$ cat src/rrConfigPkg.sv
// Register-read configuration
// Core sizes shared by the register file, the forwarding logic and the ready table

`default_nettype none

package rrConfigPkg;

  // Physical register tags
  localparam int TAG_W = 6;
  localparam int PHYS_REGS = 1 << TAG_W;       // 64 physical registers

  // Registers 0 .. ARCH_REGS-1 hold the committed state after reset
  localparam int ARCH_REGS = 32;

  // Defaults picked up by the top level
  localparam int LANES_DEFAULT = 2;
  localparam int DATA_W_DEFAULT = 32;

  typedef logic [TAG_W-1:0] tag_t;

endpackage

`default_nettype wire

$ cat src/rrPacketPkg.sv
// Issue packet definition
// Fields carried from the issue queue through register read to execute

`default_nettype none

package rrPacketPkg;

  localparam int OPCODE_W = 8;
  localparam int IMM_W = 16;

  // 42 bits with 6-bit tags
  typedef struct packed {
    rrConfigPkg::tag_t     srcTag1;
    rrConfigPkg::tag_t     srcTag2;
    rrConfigPkg::tag_t     destTag;
    logic [OPCODE_W-1:0]   opcode;
    logic [IMM_W-1:0]      imm;
  } issuePkt_t;

endpackage

`default_nettype wire

$ cat src/physRegFile.sv
// Physical register file
// Two combinational reads and one write per lane, writes held off during recovery

`default_nettype none

module physRegFile #(
  parameter int NUM_LANES = rrConfigPkg::LANES_DEFAULT,
  parameter int DATA_W    = rrConfigPkg::DATA_W_DEFAULT
) (
  input  wire logic                  clk,
  input  wire logic                  recover_i,
  input  rrPacketPkg::issuePkt_t     fuPacket_i [NUM_LANES],
  input  wire logic                  wbValid_i  [NUM_LANES],
  input  rrConfigPkg::tag_t          wbTag_i    [NUM_LANES],
  input  wire logic [DATA_W-1:0]     wbData_i   [NUM_LANES],
  output logic      [DATA_W-1:0]     rfData1_o  [NUM_LANES],
  output logic      [DATA_W-1:0]     rfData2_o  [NUM_LANES]
);

  import rrConfigPkg::*;

  logic [DATA_W-1:0] regArray [PHYS_REGS];

  always_ff @(posedge clk)
  begin
    for (int w = 0; w < NUM_LANES; w++)
    begin
      if (wbValid_i[w] && !recover_i)                    // Squashed results stay out of the array
      begin
        regArray[wbTag_i[w]] <= wbData_i[w];
      end
    end
  end

  always_comb
  begin
    for (int l = 0; l < NUM_LANES; l++)
    begin
      rfData1_o[l] = regArray[fuPacket_i[l].srcTag1];
      rfData2_o[l] = regArray[fuPacket_i[l].srcTag2];
    end
  end

  // Rename never hands out one tag to two producers in the same cycle
  for (genvar i = 0; i < NUM_LANES; i++)
  begin : genWbPairA
    for (genvar j = i + 1; j < NUM_LANES; j++)
    begin : genWbPairB
      assert property (@(posedge clk)
        (wbValid_i[i] && wbValid_i[j]) |-> (wbTag_i[i] != wbTag_i[j]))
        else $error("two writebacks to tag %0d in one cycle", wbTag_i[i]);
    end
  end

endmodule

`default_nettype wire

$ cat config.mk
export PLATFORM = sky130hd
export DESIGN_NAME = physRegFile
export DESIGN_NICKNAME = d
export VERILOG_FILES = /design/src/rrConfigPkg.sv /design/src/rrPacketPkg.sv /design/src/physRegFile.sv
export SDC_FILE = /design/constraint.sdc
export NUM_CORES = 2
export LEC_CHECK = 0
export BUFFER_PORTS_ARGS = -buffer_cell sky130_fd_sc_hd__buf_2
export CAP_MARGIN = 5
export CORE_MARGIN = 10
export CORE_UTILIZATION = 40
export DETAILED_ROUTE_END_ITERATION = 8
export PLACE_DENSITY_LB_ADDON = 0.1
export SLEW_MARGIN = 20
export SYNTH_ARGS = -nofsm -noshare
export SYNTH_HDL_FRONTEND = slang
export SYNTH_SLANG_ARGS = --single-unit
$ cat constraint.sdc
create_clock -name clk -period 4.9 [get_ports clk]
set_input_delay 0.245 -clock clk [delete_from_list [all_inputs] [get_ports clk]]
set_output_delay 0.245 -clock clk [all_outputs]
set_load 0.01 [all_outputs]
Word-level counts from Yosys, hierarchy flattened
Memories as Yosys holds them, arrays and structs flattened.
Cells that the tools add are included.
{ "op_classes": {"muxes": 4, "reduce_logical": 3} }
{ "op_table": {"columns": ["op", "count"], "rows": [
  ["1-bit 2-to-1 mux", 4],
  ["1-bit logical AND", 2],
  ["1-bit logical NOT", 1]
]} }
{ "word_totals": {"ff_bits": 0, "ramBits": 2048, "input_bits": 164, "output_inout_bits": 128, "wordCells": 8, "mem_count": 1} }
{ "memory_table": {"columns": ["name", "depth", "width", "rd", "rd_clocked_by_memory_dff", "write_ports", "line_no", "source"], "rows": [
  ["regArray", 64, 32, 4, 0, 2, "physRegFile.sv:22", "logic [DATA_W-1:0] regArray [PHYS_REGS];"]
]} }

Longest topological paths before layout
{ "logic_depth": {"word_depth": 4, "mapped_depth": 10} }

Worst setup path before layout
Ideal clock, no wire load.
{ "synth_path": {"kind": "in2reg", "startpoint": "input port wbTag_i[7] in the netlist's numbering", "endpoint": "memory regArray[26][0] in the netlist's numbering (enable)", "setup_time_ns": 0.466, "t_arrival_ns": 3.766, "slack_ns": 0.669, "cell_stages": 4, "path_buffers": 1, "path_cell_list": "clkbuf_1 -> or3b_2 -> or3b_2 -> o21ai_0"} }
{ "synth_lines": {"columns": ["element", "line_no", "source"], "rows": [
  ["start: declaration", "physRegFile.sv:14", "input rrConfigPkg::tag_t wbTag_i [NUM_LANES],"],
  ["end: declaration", "physRegFile.sv:22", null]
]} }

==> results.ini <==
[route]
ant_nets=0
vias_per_cell=7.75
post-route-drc-count=0
drtIter0Drc=21026
routed_wirelength_um=779000
firstDrtPassIters=8
vias=112794
wl_per_cell_um=53.5

[power_and_ir_drop]
powerDensity_nw_per_um2=282
power_mw=48.6
p_leak_nw=55.4
peakVddDrop_v=0.000258

[logic_synthesis]
synthMuxAreaShare_pct=51.3
synthXorXnorAreaFrac_pct=0
synth_fa_ha_area_share_pct=0
synth_top_area_cell=edfxtp_1
syn_area_per_cell_um2=16.3
synthFlopType=edfxtp_1
synth_compound_area_share_pct=2.97
synthCells=9424
yosys-top-cells-area=edfxtp_1, mux4_2, mux2_2, mux2i_1, clkbuf_1
yosysSeqAreaShare_pct=40.0
synth_seq_cells=2048
ys_types=53
synthesis.nets=9588
yosys_warnings=0
synth_top_family_by_area=multiplexers
synth_area_um2=154000
yosysTopAreaCellShare_pct=40.0
synth_edf_count=2048
ys_async_sr_fraction_pct=0
synthSimpleGateAreaFrac_pct=1.70

[layout]
multi_input_area_um2=87400
n_fill_cell=33197
drive_above_1_share_pct=62.7
seqCellArea_um2=61500
fin_nets=9433
areaGrowthSynthToFinish_pct=12.3
final_common_cell=mux4_2
layout_common_cells=mux4_2, mux2_2, edfxtp_1
largest_reg_flops=2048

[sta]
relSlewSlack_pct=13.6
worst_pin_slew_ps=1300
hold_violations=0
finalSetupViolations=0
period_minus_slack_ps=4610
tns_ps=0
rsz0062_at_grt=no
fin_crit_sh_pct=94.1
max_freq_mhz=217
drv_slew=0

[setup_path]
cpPeakStageDelay_ps=780
path_class=reg -> out
crit_path_top_delay_cell=a22oi_1
endpoint_kind=output pin
cp_top_family=compound AO/OA/AOI/OAI gates
required_ps=4660
timing.critical_path.buf_inv=1
crit_path_frequent_cell=mux4_2
path_cells=mux4_2, mux4_2, a22oi_1, o221ai_1, buf_2
startpoint_type=register
arrival_ps=4370
path_max_fanout=4

[floorplanning]
ios=292
rows=227
initial_core_util_pct=40.2
fp.dieW_um=640
die_height_um=640
die_area_um2=409000
coreArea_um2=382000

[outcome]
outcome=finished, final reports clean

[cts]
clock_sinks=2048
numCtsBuffers=263
hold_buffers=0
htreeDepth=5
cts_resized=0
cts_max_path_buffers=4
cts_tree=done
postCtsSetupBuffers=0
root_buffer=clkbuf_16
clk_pin_slew_ps=60

[global_routing]
grt_max_degree=77
grt-ovfl-total=0
track_usage_pct=37.0
grt_pass1_wl_um=1030000
met3_usage_pct=14.0
antenna_found_initial=87
grt_use_met2_pct=53.3
busiest_layer=met2
use_met1_pct=46.5
first_global_vias=108402

[worst_hold_path]
hold-path-cell-count=2
worstHoldStart=wbData_i[46]
hold_path_class=in -> reg
holdPathEnd=regArray[2][14]

[job]
drv_cap=0

[place]
place.port_buffers=231
hpwl_um=486000
gp_congestion=0.949

==> cell usage after synthesis (all sizes together), types with 5 or more instances <==
library cell,instances
a211o,8
a211oi,42
a21oi,164
a221o,16
a221oi,17
a22o,14
a22oi,95
a31o,5
a31oi,25
and2,12
buf,670
clkbuf,679
edfxtp,2048
inv,5
mux2,2183
mux2i,341
mux4,2258
nand2,239
nand2b,17
nand3,45
nand3b,16
nand4,7
nor2,99
nor2b,47
nor3,18
nor3b,14
o211ai,51
o21a,5
o21ai,78
o221ai,47
o22ai,117
or2,11
or3b,13
==> where the power goes <==
part           switching [mW]  total (mW)  internal [mW]  leakage, nW
Clock                    8.49        20.1           11.6         4.17
Sequential              0.121        19.5           19.4         18.4
Combinational            5.28        8.88           3.60         32.8
==> layout make-up <==
| class | count | area share, % |
|---|---|---|
| Sequential cell | 2048 | 35.7 |
| Tap cell | 5038 | 3.66 |
| Clock inverter | 155 | 0.861 |
| Multi-Input combinational cell | 6021 | 50.7 |
| Antenna cell | 51 | 0.0740 |
| Timing Repair Buffer | 929 | 4.94 |
| Clock buffer | 313 | 4.09 |
| Inverter | 6 | 0.0189 |
==> worst max path at each step <==
stage	startpoint	to	slack, ps	cells past startpoint
final	regArray[16][15]	rfData2_o[47]	290	5
after global routing	regArray[27][15]	rfData2_o[47]	400	5
after CTS	regArray[27][15]	rfData2_o[47]	610	5
after detailed placement	fuPacket_i[72]	rfData2_o[47]	780	7
after global placement	fuPacket_i[73]	rfData2_o[52]	630	7
after floorplan	wbTag_i[7]	regArray[26][0]	670	4
==> cell families after synthesis <==
| kind of cell | count (synthesis) |
|---|---|
| flops | 2048 |
| compound gates | 690 |
| simple gates | 549 |
| buf+inv | 1355 |
| mux | 4782 |
==> through the flow <==
stage / hold WS (ps) / cells / setup WS (ps) / util [%] / cell area [um^2]
floorplan: 714 / 9424 / 669 / - / 154000
global placement: 987 / 14036 / 633 / 42.8 / 164000
detailed placement: 990 / 14041 / 781 / 42.8 / 164000
CTS: 30.4 / 14509 / 609 / 45.1 / 172000
global route: 56.5 / 14532 / 402 / 45.1 / 172000
finish: 51.8 / 14561 / 289 / 45.1 / 172000
==> routing by layer <==
metal | share of wire, % | vias to the layer above
met5 | 0.034 | -
met4 | 8.1 | 34
met3 | 14 | 2255
met2 | 43 | 10306
met1 | 35 | 60227
li1 | - | 39972
Note: power is estimated with default switching activity, not from simulation.
