## config.mk

```make
export PLATFORM = sky130hd
export DESIGN_NAME = readyTable
export DESIGN_NICKNAME = d
export VERILOG_FILES = /design/src/rrConfigPkg.sv /design/src/readyTable.sv
export SDC_FILE = /design/constraint.sdc
export NUM_CORES = 1
export LEC_CHECK = 0
export BUFFER_PORTS_ARGS = -buffer_cell sky130_fd_sc_hd__buf_2
export CORE_AREA = 5 5 107 109
export DETAILED_ROUTE_END_ITERATION = 12
export DIE_AREA = 0 0 112 114
export GPL_TIMING_DRIVEN = 0
export HOLD_SLACK_MARGIN = 0.1
export PLACE_DENSITY_LB_ADDON = 0.12
export SYNTH_ARGS = -nofsm -noshare
export SYNTH_HDL_FRONTEND = slang
export SYNTH_SLANG_ARGS = --single-unit
```

## constraint.sdc

```tcl
create_clock -name clk -period 1.42 [get_ports clk]
set_clock_uncertainty 0.05 [all_clocks]
set_input_delay 0.284 -clock clk [delete_from_list [all_inputs] [get_ports clk]]
set_output_delay 0.284 -clock clk [all_outputs]
set_load 0.05 [all_outputs]
```

## src/rrConfigPkg.sv

```systemverilog
// Register-read configuration
// Core sizes shared by the register file, the forwarding logic and the ready table

`default_nettype none

package rrConfigPkg;

  // Physical register tags
  localparam int TAG_W = 6;
  localparam int PHYS_REGS = 1 << TAG_W;       // 64 physical registers

  // Registers 0 .. ARCH_REGS-1 hold the committed state after reset
  localparam int ARCH_REGS = 32;

  // Defaults picked up by the top level
  localparam int LANES_DEFAULT = 2;
  localparam int DATA_W_DEFAULT = 32;

  typedef logic [TAG_W-1:0] tag_t;

endpackage

`default_nettype wire

```

## src/readyTable.sv

```systemverilog
// Physical register ready table
// Unmap clears a bit, wakeup and writeback set it
// Reset and exceptions return to the architectural registers only

`default_nettype none

module readyTable #(
  parameter int NUM_LANES = rrConfigPkg::LANES_DEFAULT
) (
  input  wire logic                           clk,
  input  wire logic                           rstN_i,
  input  wire logic                           exception_i,
  input  wire logic                           unmapValid_i [NUM_LANES],
  input  rrConfigPkg::tag_t                   unmapTag_i   [NUM_LANES],
  input  wire logic                           wakeValid_i  [NUM_LANES],
  input  rrConfigPkg::tag_t                   wakeTag_i    [NUM_LANES],
  input  wire logic                           wbValid_i    [NUM_LANES],
  input  rrConfigPkg::tag_t                   wbTag_i      [NUM_LANES],
  output logic [rrConfigPkg::PHYS_REGS-1:0]   phyRegRdy_o
);

  import rrConfigPkg::*;

  localparam logic [PHYS_REGS-1:0] RESET_RDY =
    {{(PHYS_REGS - ARCH_REGS){1'b0}}, {ARCH_REGS{1'b1}}};

  logic [PHYS_REGS-1:0] rdyNext;

  always_comb
  begin
    rdyNext = phyRegRdy_o;
    for (int l = 0; l < NUM_LANES; l++)
    begin
      if (unmapValid_i[l])
      begin
        rdyNext[unmapTag_i[l]] = 1'b0;
      end
    end
    // Sets come last so they win over a clear of the same tag
    for (int l = 0; l < NUM_LANES; l++)
    begin
      if (wakeValid_i[l])
      begin
        rdyNext[wakeTag_i[l]] = 1'b1;
      end
      if (wbValid_i[l])                                  // Counts even while recovering
      begin
        rdyNext[wbTag_i[l]] = 1'b1;
      end
    end
  end

  always_ff @(posedge clk or negedge rstN_i)
  begin
    if (!rstN_i)
    begin
      phyRegRdy_o <= RESET_RDY;
    end
    else if (exception_i)
    begin
      phyRegRdy_o <= RESET_RDY;
    end
    else
    begin
      phyRegRdy_o <= rdyNext;
    end
  end

  // Issue logic reads these bits directly, so an unknown must never escape
  assert property (@(posedge clk) disable iff (!rstN_i) !$isunknown(phyRegRdy_o))
    else $error("ready table holds unknown bits");

endmodule

`default_nettype wire

```

Yosys cells after proc, flatten, opt, wreduce, memory -nomap -nowiden
Cells that the tools add are included.
{"block": "classes", "bitwise_logic": 8, "eq_ne": 0, "add_sub_neg": 0, "n_mul": 0, "reduce_logical": 6, "n_lt_le_gt_ge": 12, "div": 0, "shifts": 0, "n_mux": 19}
{"cell": "64-bit 2-to-1 mux", "count": 7}
{"cell": "64-bit bitwise OR", "count": 4}
{"cell": "64-bit bitwise AND", "count": 2}
{"cell": "64-bit inverter", "count": 2}
{"cell": "6-bit by 7-bit less-than comparator with 1-bit output, second input constant", "count": 6}
{"cell": "1-bit demux with 6-bit select", "count": 6}
{"cell": "6-bit by 1-bit greater-or-equal comparator with 1-bit output, second input constant", "count": 6}
{"cell": "1-bit logical AND", "count": 6}
{"cell": "1-bit 2-to-1 mux", "count": 6}
{"block": "word_totals", "mem_bits_rw": 0, "output_inout_bits": 64, "reg_bits": 64, "elab_cells": 46, "mem_count": 0, "mem_bits_ro": 0, "input_bits": 45, "latchBits": 0}

Logic depth before layout (Yosys ltp)
Gate-level depths: netlist of run 1.
{"block": "depth", "ltp_word": 18, "ltp_mapped": 6, "ltp_nobuf": 4}

Worst setup path after synthesis of run 1
Ideal clock, no wire load.
{"block": "synth_path", "path_type": "input to register", "from": "in unmapTag_i[10] in the netlist's numbering", "to": "reg phyRegRdy_o[15] in the netlist's numbering", "path_stages": 5, "required_ns": 1.276, "n_path_buf": 1, "path_slack_ns": -0.125, "t_arrival_ns": 1.401, "setup_time_ns": 0.094, "cell_sequence": "buf_2 > nor3b_4 > nand2_2 > and3_1 > or4_1"}
{"block": "synth_between", "elab_chain_len": 18, "elab_cells_between_ends": 19, "classes_between": "order compare: 2; mux: 9; bitwise: 7; reduce/logical: 1"}
{"item": "from (decl)", "line": "readyTable.sv:14", "source": "input rrConfigPkg::tag_t unmapTag_i [NUM_LANES],"}
{"item": "6-bit by 7-bit less-than comparator with 1-bit output (implied by the code) / 6-bit by 1-bit greater-or-equal comparator with 1-bit output (equally long branches)", "line": "readyTable.sv:36", "source": "rdyNext[unmapTag_i[l]] = 1'b0;"}
{"item": "1-bit logical AND (implied by the code)", "line": "readyTable.sv:36"}
{"item": "1-bit 2-to-1 mux (implied by the code)", "line": "readyTable.sv:36"}
{"item": "1-bit demux with 6-bit select *", "line": "readyTable.sv:36"}
{"item": "64-bit inverter (no line) *"}
{"item": "64-bit bitwise AND (no line) *"}
{"item": "64-bit 2-to-1 mux *", "line": "readyTable.sv:34", "source": "if (unmapValid_i[l])"}
{"item": "64-bit bitwise AND (no line)"}
{"item": "(+2 left out)"}
{"item": "64-bit 2-to-1 mux *", "line": "readyTable.sv:42", "source": "if (wakeValid_i[l])"}
{"item": "64-bit bitwise OR (no line)"}
{"item": "64-bit 2-to-1 mux *", "line": "readyTable.sv:46", "source": "if (wbValid_i[l])"}
{"item": "64-bit bitwise OR (no line)"}
{"item": "64-bit 2-to-1 mux *", "line": "readyTable.sv:42"}
{"item": "64-bit bitwise OR (no line)"}
{"item": "64-bit 2-to-1 mux *", "line": "readyTable.sv:46"}
{"item": "64-bit 2-to-1 mux *", "line": "readyTable.sv:59", "source": "else if (exception_i)"}
{"item": "to (signal assigned)", "line": "readyTable.sv:65", "source": "phyRegRdy_o <= rdyNext;"}
{"item": "to (decl)", "line": "readyTable.sv:19", "source": "output logic [rrConfigPkg::PHYS_REGS-1:0] phyRegRdy_o"}
Every way passes the cells marked *; elsewhere a longest branch is shown, timed or not.

Final worst setup path of run 1
{"block": "layout_path", "from": "in unmapTag_i[2] in the netlist's numbering", "to": "reg phyRegRdy_o[61] in the netlist's numbering"}
{"block": "layout_between", "elab_chain_len": 16, "elab_cells_between_ends": 17, "classes_between": "order compare: 2; mux: 8; bitwise: 6; reduce/logical: 1"}
{"item": "6-bit by 7-bit less-than comparator with 1-bit output (implied by the code) / 6-bit by 1-bit greater-or-equal comparator with 1-bit output (equally long branches)", "line": "readyTable.sv:36"}
{"item": "1-bit logical AND (implied by the code)", "line": "readyTable.sv:36"}
{"item": "1-bit 2-to-1 mux (implied by the code)", "line": "readyTable.sv:36"}
{"item": "1-bit demux with 6-bit select *", "line": "readyTable.sv:36"}
{"item": "64-bit inverter (no line) *"}
{"item": "64-bit bitwise AND (no line) *"}
{"item": "64-bit 2-to-1 mux *", "line": "readyTable.sv:34"}
{"item": "64-bit bitwise OR (no line)"}
{"item": "64-bit 2-to-1 mux *", "line": "readyTable.sv:42"}
{"item": "64-bit bitwise OR (no line)"}
{"item": "64-bit 2-to-1 mux *", "line": "readyTable.sv:46"}
{"item": "64-bit bitwise OR (no line)"}
{"item": "64-bit 2-to-1 mux *", "line": "readyTable.sv:42"}
{"item": "64-bit bitwise OR (no line)"}
{"item": "64-bit 2-to-1 mux *", "line": "readyTable.sv:46"}
{"item": "64-bit 2-to-1 mux *", "line": "readyTable.sv:59"}
Marks and branches as above.

==> summary.md, run 1 <==
| Metric | Value |
|---|---|
| Outcome | finished, violations left |
| Failing checks | negative setup slack |
| Max Slew Vio Count | 0 |
| Sequential share of power | about two fifths |
| CP max FO | 10 |
| Synth Area in Simple Gates | between 30% and 40% |
| Routed Antenna Nets | 0 |
| Critical-path cell list | buf_2, buf_2, nor2b_2, a32oi_1, a211oi_1, nor2_1 |
| Syn Nets | roughly 770 |
| Commonest non-fill, non-tap cell in the layout | buf_2 |
| Main combinational cell family by area after synthesis | simple AND/OR/NAND/NOR gates |
| Leak Pwr | ~2.8 nW |
| Layout area overhead | 30.4% |
| Core outline area | 0.0105 mm2 |
| Synth Register Bits | between 60 and 70 |
| CP startpoint kind | input port |
| Final nets | around 900 |
| Post-Place Worst Slack | -875 ps |
| Commonest non-fill, non-tap cells in the layout | 94 x buf_2, 77 x nand2_1, 53 x nor2_1 |
| Root buffer cell | clkbuf_8 |
| Final core occ | a little over 70% |
| Max-cap violation count | 0 |
| Psw | between 1.5 and 2 mW |
| H-tree depth | 3 |
| Combinational share of power | between 20% and 30% |
| Yosys cell types | 61 |
| Worst slew margin | a little under two fifths |
| # DRC | 0 |
| RSZ-0062 raised after global routing | true |
| Ys async rst share | 100% |
| Die area | 0.0128 mm2 |
| Crit end category | flip-flop |
| Cell mode on critical path | buf_2 |
| HP Class | input port to flip-flop |
| Ys flop type | dfstp_2 |
| Synth Warn # | 0 |
| Worst path arrival time | around 1700 ps |
| Cells after Synth | 729 |
| Starting Density | between 50% and 60% |
| Number of enable flip-flop cells after synthesis | 0 |
| Avg Cell Area, Syn | 7.96 um2 |
| Reg with most FFs | phyRegRdy_o |
| # rows | 38 |
| Period utilization | 105% |
| Remaining Overflow, GRT | 0 |
| DR vias/cell | around 7.6 |
| Internal Power | between 3 and 4 mW |
| Die Width | roughly 110 um |
| Iter 0 DRT Violations | roughly 1500 |
| Sw frac | between 30% and 40% |
| Layout cells sized above 1 | 35.7% |
| Vias in the first global route | 6954 |
| Non-Filler Instances | about 1000 |
| Critical Path Max Stage Delay | ~340 ps |
| Complex-gate fraction of the synthesized area | 26.7% |
| Wire per inst | around 28 um |
| Final setup fails | 14 |
| Vias | roughly 7600 |
| Largest net degree at the start of global routing | 65 |
| Max Fclk | slightly below 0.7 GHz |
| Setup CP Type | input port to flip-flop |
| I/O pins | between 100 and 150 |
| XOR/XNOR share of the synthesized area | 0% |
| Reg clk slew, reported paths | roughly 80 ps |
| PwrDens | 657 mW/mm2 |
| Total track usage | 41.8% |
| Register area share after synthesis | between 20% and 30% |
| Final TNS setup | -334 ps |
| Clock sinks | 64 |
| Post-Synth Adder-Cell Area | 0% |
| Fin crit period | about 1500 ps |
| Worst-margin pin slew | 939 ps |
| Port bufs | about 100 |
| Post-detailed-routing wire length | ~28000 um |
| CTS Buffer Depth | 2 |
| Max IR drop VDD | 421 uV |
| Total power | 4.97 mW |
| TritonCTS clock tree | yes |
| Regs by FF count | phyRegRdy_o: 64 flops |
| Clk_lat worst skew | roughly 370 ps |
| Multiplexer share of the synthesized area | 0% |
| TritonCTS buffer count | 9 |
| Critical Path RT | roughly 1600 ps |
| Drt first pass iters | 13 |
| First-pass GRT wire length | around 40000 um |
| Slowest stage cell, crit path | nor2b_2 |
| Clock power frac | approximately 34% |
| Final hold violations | 0 |
| Max reg flops | 64 |
| Placed insts | 971 |
| Gpl congestion | between 1 and 1.5 |
| Post-synthesis cell area | just under 0.006 mm2 |
| DPL Wire Length | about 21000 um |
| Setup slack after layout | -64.3 ps |
| Die height | between 100 and 150 um |
| Initial antenna violation count | 0 |
==> cell type report <==
| class | count | area (um2) |
|---|---|---|
| clock buffers | 10 | 138 |
| clock inverters | 6 | 68.8 |
| plain buffers | 69 | 394 |
| fillers | 855 | 2940 |
| repair buffers | 121 | 937 |
| flip-flops and latches | 64 | 1640 |
| inverters | 9 | 33.8 |
| diodes | 1 | 2.50 |
| well taps | 140 | 175 |
| multi-input cells | 584 | 4180 |
==> synth_stat cells, types with 12 or more instances <==
library cell  count  share of area [%]
nand3_1          27                2.3
a31oi_1          14                1.5
nand3b_1         15                1.9
nand2b_1         19                2.0
dfstp_2          32                 14
clkbuf_1         31                2.0
a21oi_1          39                3.4
nand2_1          77                5.0
a211oi_1         17                2.2
buf_2            37                3.2
dfrtp_1          32                 14
a22oi_1          50                6.5
nand4b_1         16                2.4
o22ai_1          55                5.9
nand4_1          12                1.3
nand4bb_1        13                2.5
nor2_1           59                3.8
nor3_1           30                2.6
==> kinds of logic (layout without fill, tap and decap cells) <==
family,count (synthesis),in the layout
and+or+nand+nor,360,360
AOI/OAI and AO/OA,224,224
buffers and inverters,81,215
DFF,64,64
other,0,1
==> layer usage <==
| layer | vias to the layer above | wire length, um | global-route usage, % | part of all wire (%) |
|---|---|---|---|---|
| met1 | 3538 | 10100 | 53.0 | 36 |
| met2 | 736 | 11900 | 63.7 | 42 |
| li1 | 3133 | - | - | - |
| met3 | 184 | 4270 | 15.0 | 15 |
| met5 | - | 0 | 0 | 0 |
| met4 | 0 | 1980 | 20.0 | 7.0 |
==> final timing paths <==
check,startpoint,slack (ps),endpoint,depth (start not counted)
hold / removal,exception_i,190,phyRegRdy_o[3],3
max in group asynchronous,rstN_i,270,phyRegRdy_o[33],2
min in group asynchronous,rstN_i,490,phyRegRdy_o[63],2
hold reg to reg,phyRegRdy_o[23],420,phyRegRdy_o[23],2
setup reg to reg,phyRegRdy_o[19],190,phyRegRdy_o[19],3
setup / recovery,unmapTag_i[2],-60,phyRegRdy_o[61],6
==> worst max-delay path, delay by kind of cell <==
family	cells	cell delay [ps]
AOI/OAI and AO/OA	2	560
buffers and inverters	2	400
and+or+nand+nor	2	410
==> what timing repair did <==
action | 4_1_cts | 5_1_grt
pin swaps | 2 | 10
hold buffers | 0 | 1
setup endpoints to repair | 84 | 76
hold endpoints to repair | 0 | 32
gates resized for setup | 100 | 100
setup buffers | 4 | 14
==> metrics by stage <==
stage	hold slack [ps]	instance area [um2]
finish	188	7570
global route	198	7570
CTS	188	7110
detailed placement	402	6500
global placement	392	6500
floorplan	-61.6	5810
==> power by group through the flow <==
stage               clock [mW]  sequential (mW)  combinational, mW
CTS                       1.68             1.89               1.24
finish                    1.68             1.90               1.39
detailed placement           0             1.92               1.18
global placement             0             1.92               1.16
floorplan                    0             2.05              0.618
global route              1.76             1.90               1.44
(Power assumes the default switching activity.)
==> run 2: changes to the inputs <==
CORE_AREA = 5 5 78 151   (was 5 5 107 109)
DIE_AREA = 0 0 83 156   (was 0 0 112 114)
==> run 2 against run 1 <==
Effect of this change: the flow still finishes with violations (negative setup slack); critical path depth unchanged; cell count is 0.90% higher; wire length is 11% higher; critical path type unchanged; largest cell class unchanged.
==> summary.md, run 2 (same netlist as run 1, synthesis figures left out) <==
| Metric | Value |
|---|---|
| Core outline area | 0.0105 mm2 (-0.29%) |
| Fillers | 832 (-2.7%) |
| RSZ-0062 raised after global routing | true |
| Setup CP Type | input port to flip-flop |
| Layout cells sized above 1 | 38.7% (+3.0 points) |
| Die Width | 83 um (-26%) |
| Outcome | finished, violations left |
| Worst path arrival time | 1790 ps (+130 ps) |
| I/O pins | 109 (unchanged) |
| Period utilization | 113% (+8.5 points) |
| Post-detailed-routing wire length | 31500 um (+11%) |
| Starting Density | 55.4% (+0.16 points) |
| Final nets | 916 (+1.4%) |
| Max Slew Vio Count | 0 (unchanged) |
| Fin crit period | 1600 ps (+120 ps) |
| Largest net degree at the start of global routing | 65 (unchanged) |
| Placed insts | 968 (-0.31%) |
| Post-Place Worst Slack | -1020 ps (-143 ps) |
| Final setup fails | 10 (-4) |
| Clock sinks | 64 (unchanged) |
| DR vias/cell | 7.71 (+2.0%) |
| Iter 0 DRT Violations | 1023 (-30%) |
| Vias | 7815 (+3.0%) |
| Total track usage | 46.0% (+4.2 points) |
| Max IR drop VDD | 569 uV (+35%) |
| Worst path buffer plus inverter count | 2 (unchanged) |
| DPL Wire Length | 23000 um (+9.7%) |
| # DRC | 0 (unchanged) |
| Leak Pwr | 2.82 nW (+1.3%) |
| TritonCTS buffer count | 9 (unchanged) |
| First-pass GRT wire length | 45100 um (+10%) |
| Failing checks | negative setup slack |
| Commonest non-fill, non-tap cell in the layout | buf_2 |
| Top delay family on crit path | compound AO/OA/AOI/OAI gates |
| Final TNS setup | -484 ps (-150 ps) |
| RR Endpoint | phyRegRdy_o[3] |
| Worst slew margin | 32.0% (-5.0 points) |
| Critical Path Max Stage Delay | 570 ps (+230 ps) |
| Reg clk slew, reported paths | 60 ps (-20 ps) |
| Wire per inst | 31.1 um (+10%) |
| Port bufs | 102 (unchanged) |
| Root buffer cell | clkbuf_16 |
| Crit end category | flip-flop |
| CP startpoint kind | input port |
| Setup slack after layout | -184 ps (-120 ps) |
| Drt first pass iters | 6 (-7) |
| Critical path depth | 6 (unchanged) |
| Max-cap violation count | 0 (unchanged) |
| Gpl congestion | 1.20 (-0.70%) |
| Regs by FF count | phyRegRdy_o: 64 flops |
| Max reg flops | 64 (unchanged) |
| CTS Buffer Depth | 2 (unchanged) |
| R2R cell count | 3 (unchanged) |
| TritonCTS clock tree | yes |
| Diode count | 0 (-1) |
| R2R Setup Slk | 10 ps (-180 ps) |
| Worst min-delay path startpoint | exception_i |
| Commonest non-fill, non-tap cells in the layout | 91 x buf_2, 76 x nand2_1, 69 x buf_4 |
| Max Fclk | 0.623 GHz (-7.5%) |
| Hold Path Depth | 2 (-1) |
| Critical-path cell list | buf_2, clkbuf_2, nand4b_1, o22ai_1, a2111oi_4, o31ai_1 |
| Routed Antenna Nets | 0 (unchanged) |
| WHS Endpoint | phyRegRdy_o[15] |
| Worst-margin pin slew | 1020 ps (+79.9 ps) |
| Initial antenna violation count | 0 (unchanged) |
| Clk_lat worst skew | 330 ps (-40 ps) |
| CP max FO | 10 (unchanged) |
| Layout area overhead | 32.9% |
| # rows | 53 (+39%) |
| Die height | 156 um (+37%) |
| Reg2reg start | phyRegRdy_o[3] |
| Remaining Overflow, GRT | 0 (unchanged) |
| Reg with most FFs | phyRegRdy_o |
| Die area | 0.0129 mm2 (+1.4%) |
| Final hold violations | 0 (unchanged) |
| Critical Path RT | 1600 ps (about the same) |
| PwrDens | 716 mW/mm2 (+9.0%) |
| HP Class | input port to flip-flop |
| H-tree depth | 3 (unchanged) |
| Vias in the first global route | 7472 (+7.4%) |
| Non-Filler Instances | 1013 (+0.90%) |
| Slowest stage cell, crit path | a2111oi_4 |
run 2: changes by cell type in the layout (fill, tap and decap cells not counted), sizes merged:
cell      change
clkinvlp      +1
bufinv        -1
inv           +1
clkbuf        -9
buf          +21
diode         -1
run 2: layout make-up:
| cell class | instances | area, um2 | area share [%] |
|---|---|---|---|
| Clock inverter | 7 | 47.5 | 0.616 |
| Multi-Input combinational cell | 584 | 4280 | 55.5 |
| Tap cell | 137 | 171 | 2.22 |
| Sequential cell | 64 | 1640 | 21.3 |
| Timing Repair Buffer | 137 | 890 | 11.5 |
| Buffer | 66 | 425 | 5.51 |
| Inverter | 9 | 33.8 | 0.438 |
| Clock buffer | 9 | 225 | 2.92 |
run 2: worst register-to-register path, stage by stage, from the launching register on:
cell and delay, ps:
dfstp_2 380, buf_4 150, a2111oi_4 570, o31ai_1 160
run 2: what timing repair did:
action | in CTS | in global routing
gates resized for setup | 87 | 114
hold buffers | 0 | 1
endpoints found under the setup margin | 86 | 62
buffers inserted | 19 | 15
pin swaps | 11 | 22
cloned | 0 | 0
hold endpoints to repair | 0 | 8
run 2: how the worst max path moves through the flow:
stage,startpoint,endpoint
after floorplan,unmapTag_i[10],phyRegRdy_o[15]
after global placement,wbTag_i[0],phyRegRdy_o[3]
after detailed placement,unmapTag_i[8],phyRegRdy_o[3]
after CTS,unmapTag_i[3],phyRegRdy_o[3]
after global routing,unmapTag_i[5],phyRegRdy_o[3]
final,wakeValid_i[0],phyRegRdy_o[3]
run 2: layer usage:
metal / up-vias / global-route usage [%] / part of all wire (%) / routed length [um]
li1: 3175 / - / - / -
met1: 3557 / 48.0 / 31 / 9720
met2: 801 / 73.3 / 45 / 14200
met3: 282 / 12.5 / 11 / 3530
met4: 0 / 44.3 / 13 / 4030
met5: - / 0 / 0 / 0
run 2: power by group:
part	switching, mW	leakage (nW)	internal, mW
clock	0.964	0.132	1.18
sequential	0.0243	0.780	1.87
combinational	1.03	1.91	0.456
run 2: metrics by stage:
step	hold slack, ps	utilization [%]	area [um2]	power [mW]
floorplan	-61.6	-	5810	2.67
global placement	395	62.0	6490	3.10
detailed placement	396	62.0	6490	3.12
CTS	215	68.8	7210	5.27
global route	217	73.7	7720	5.60
finish	214	73.7	7720	5.53
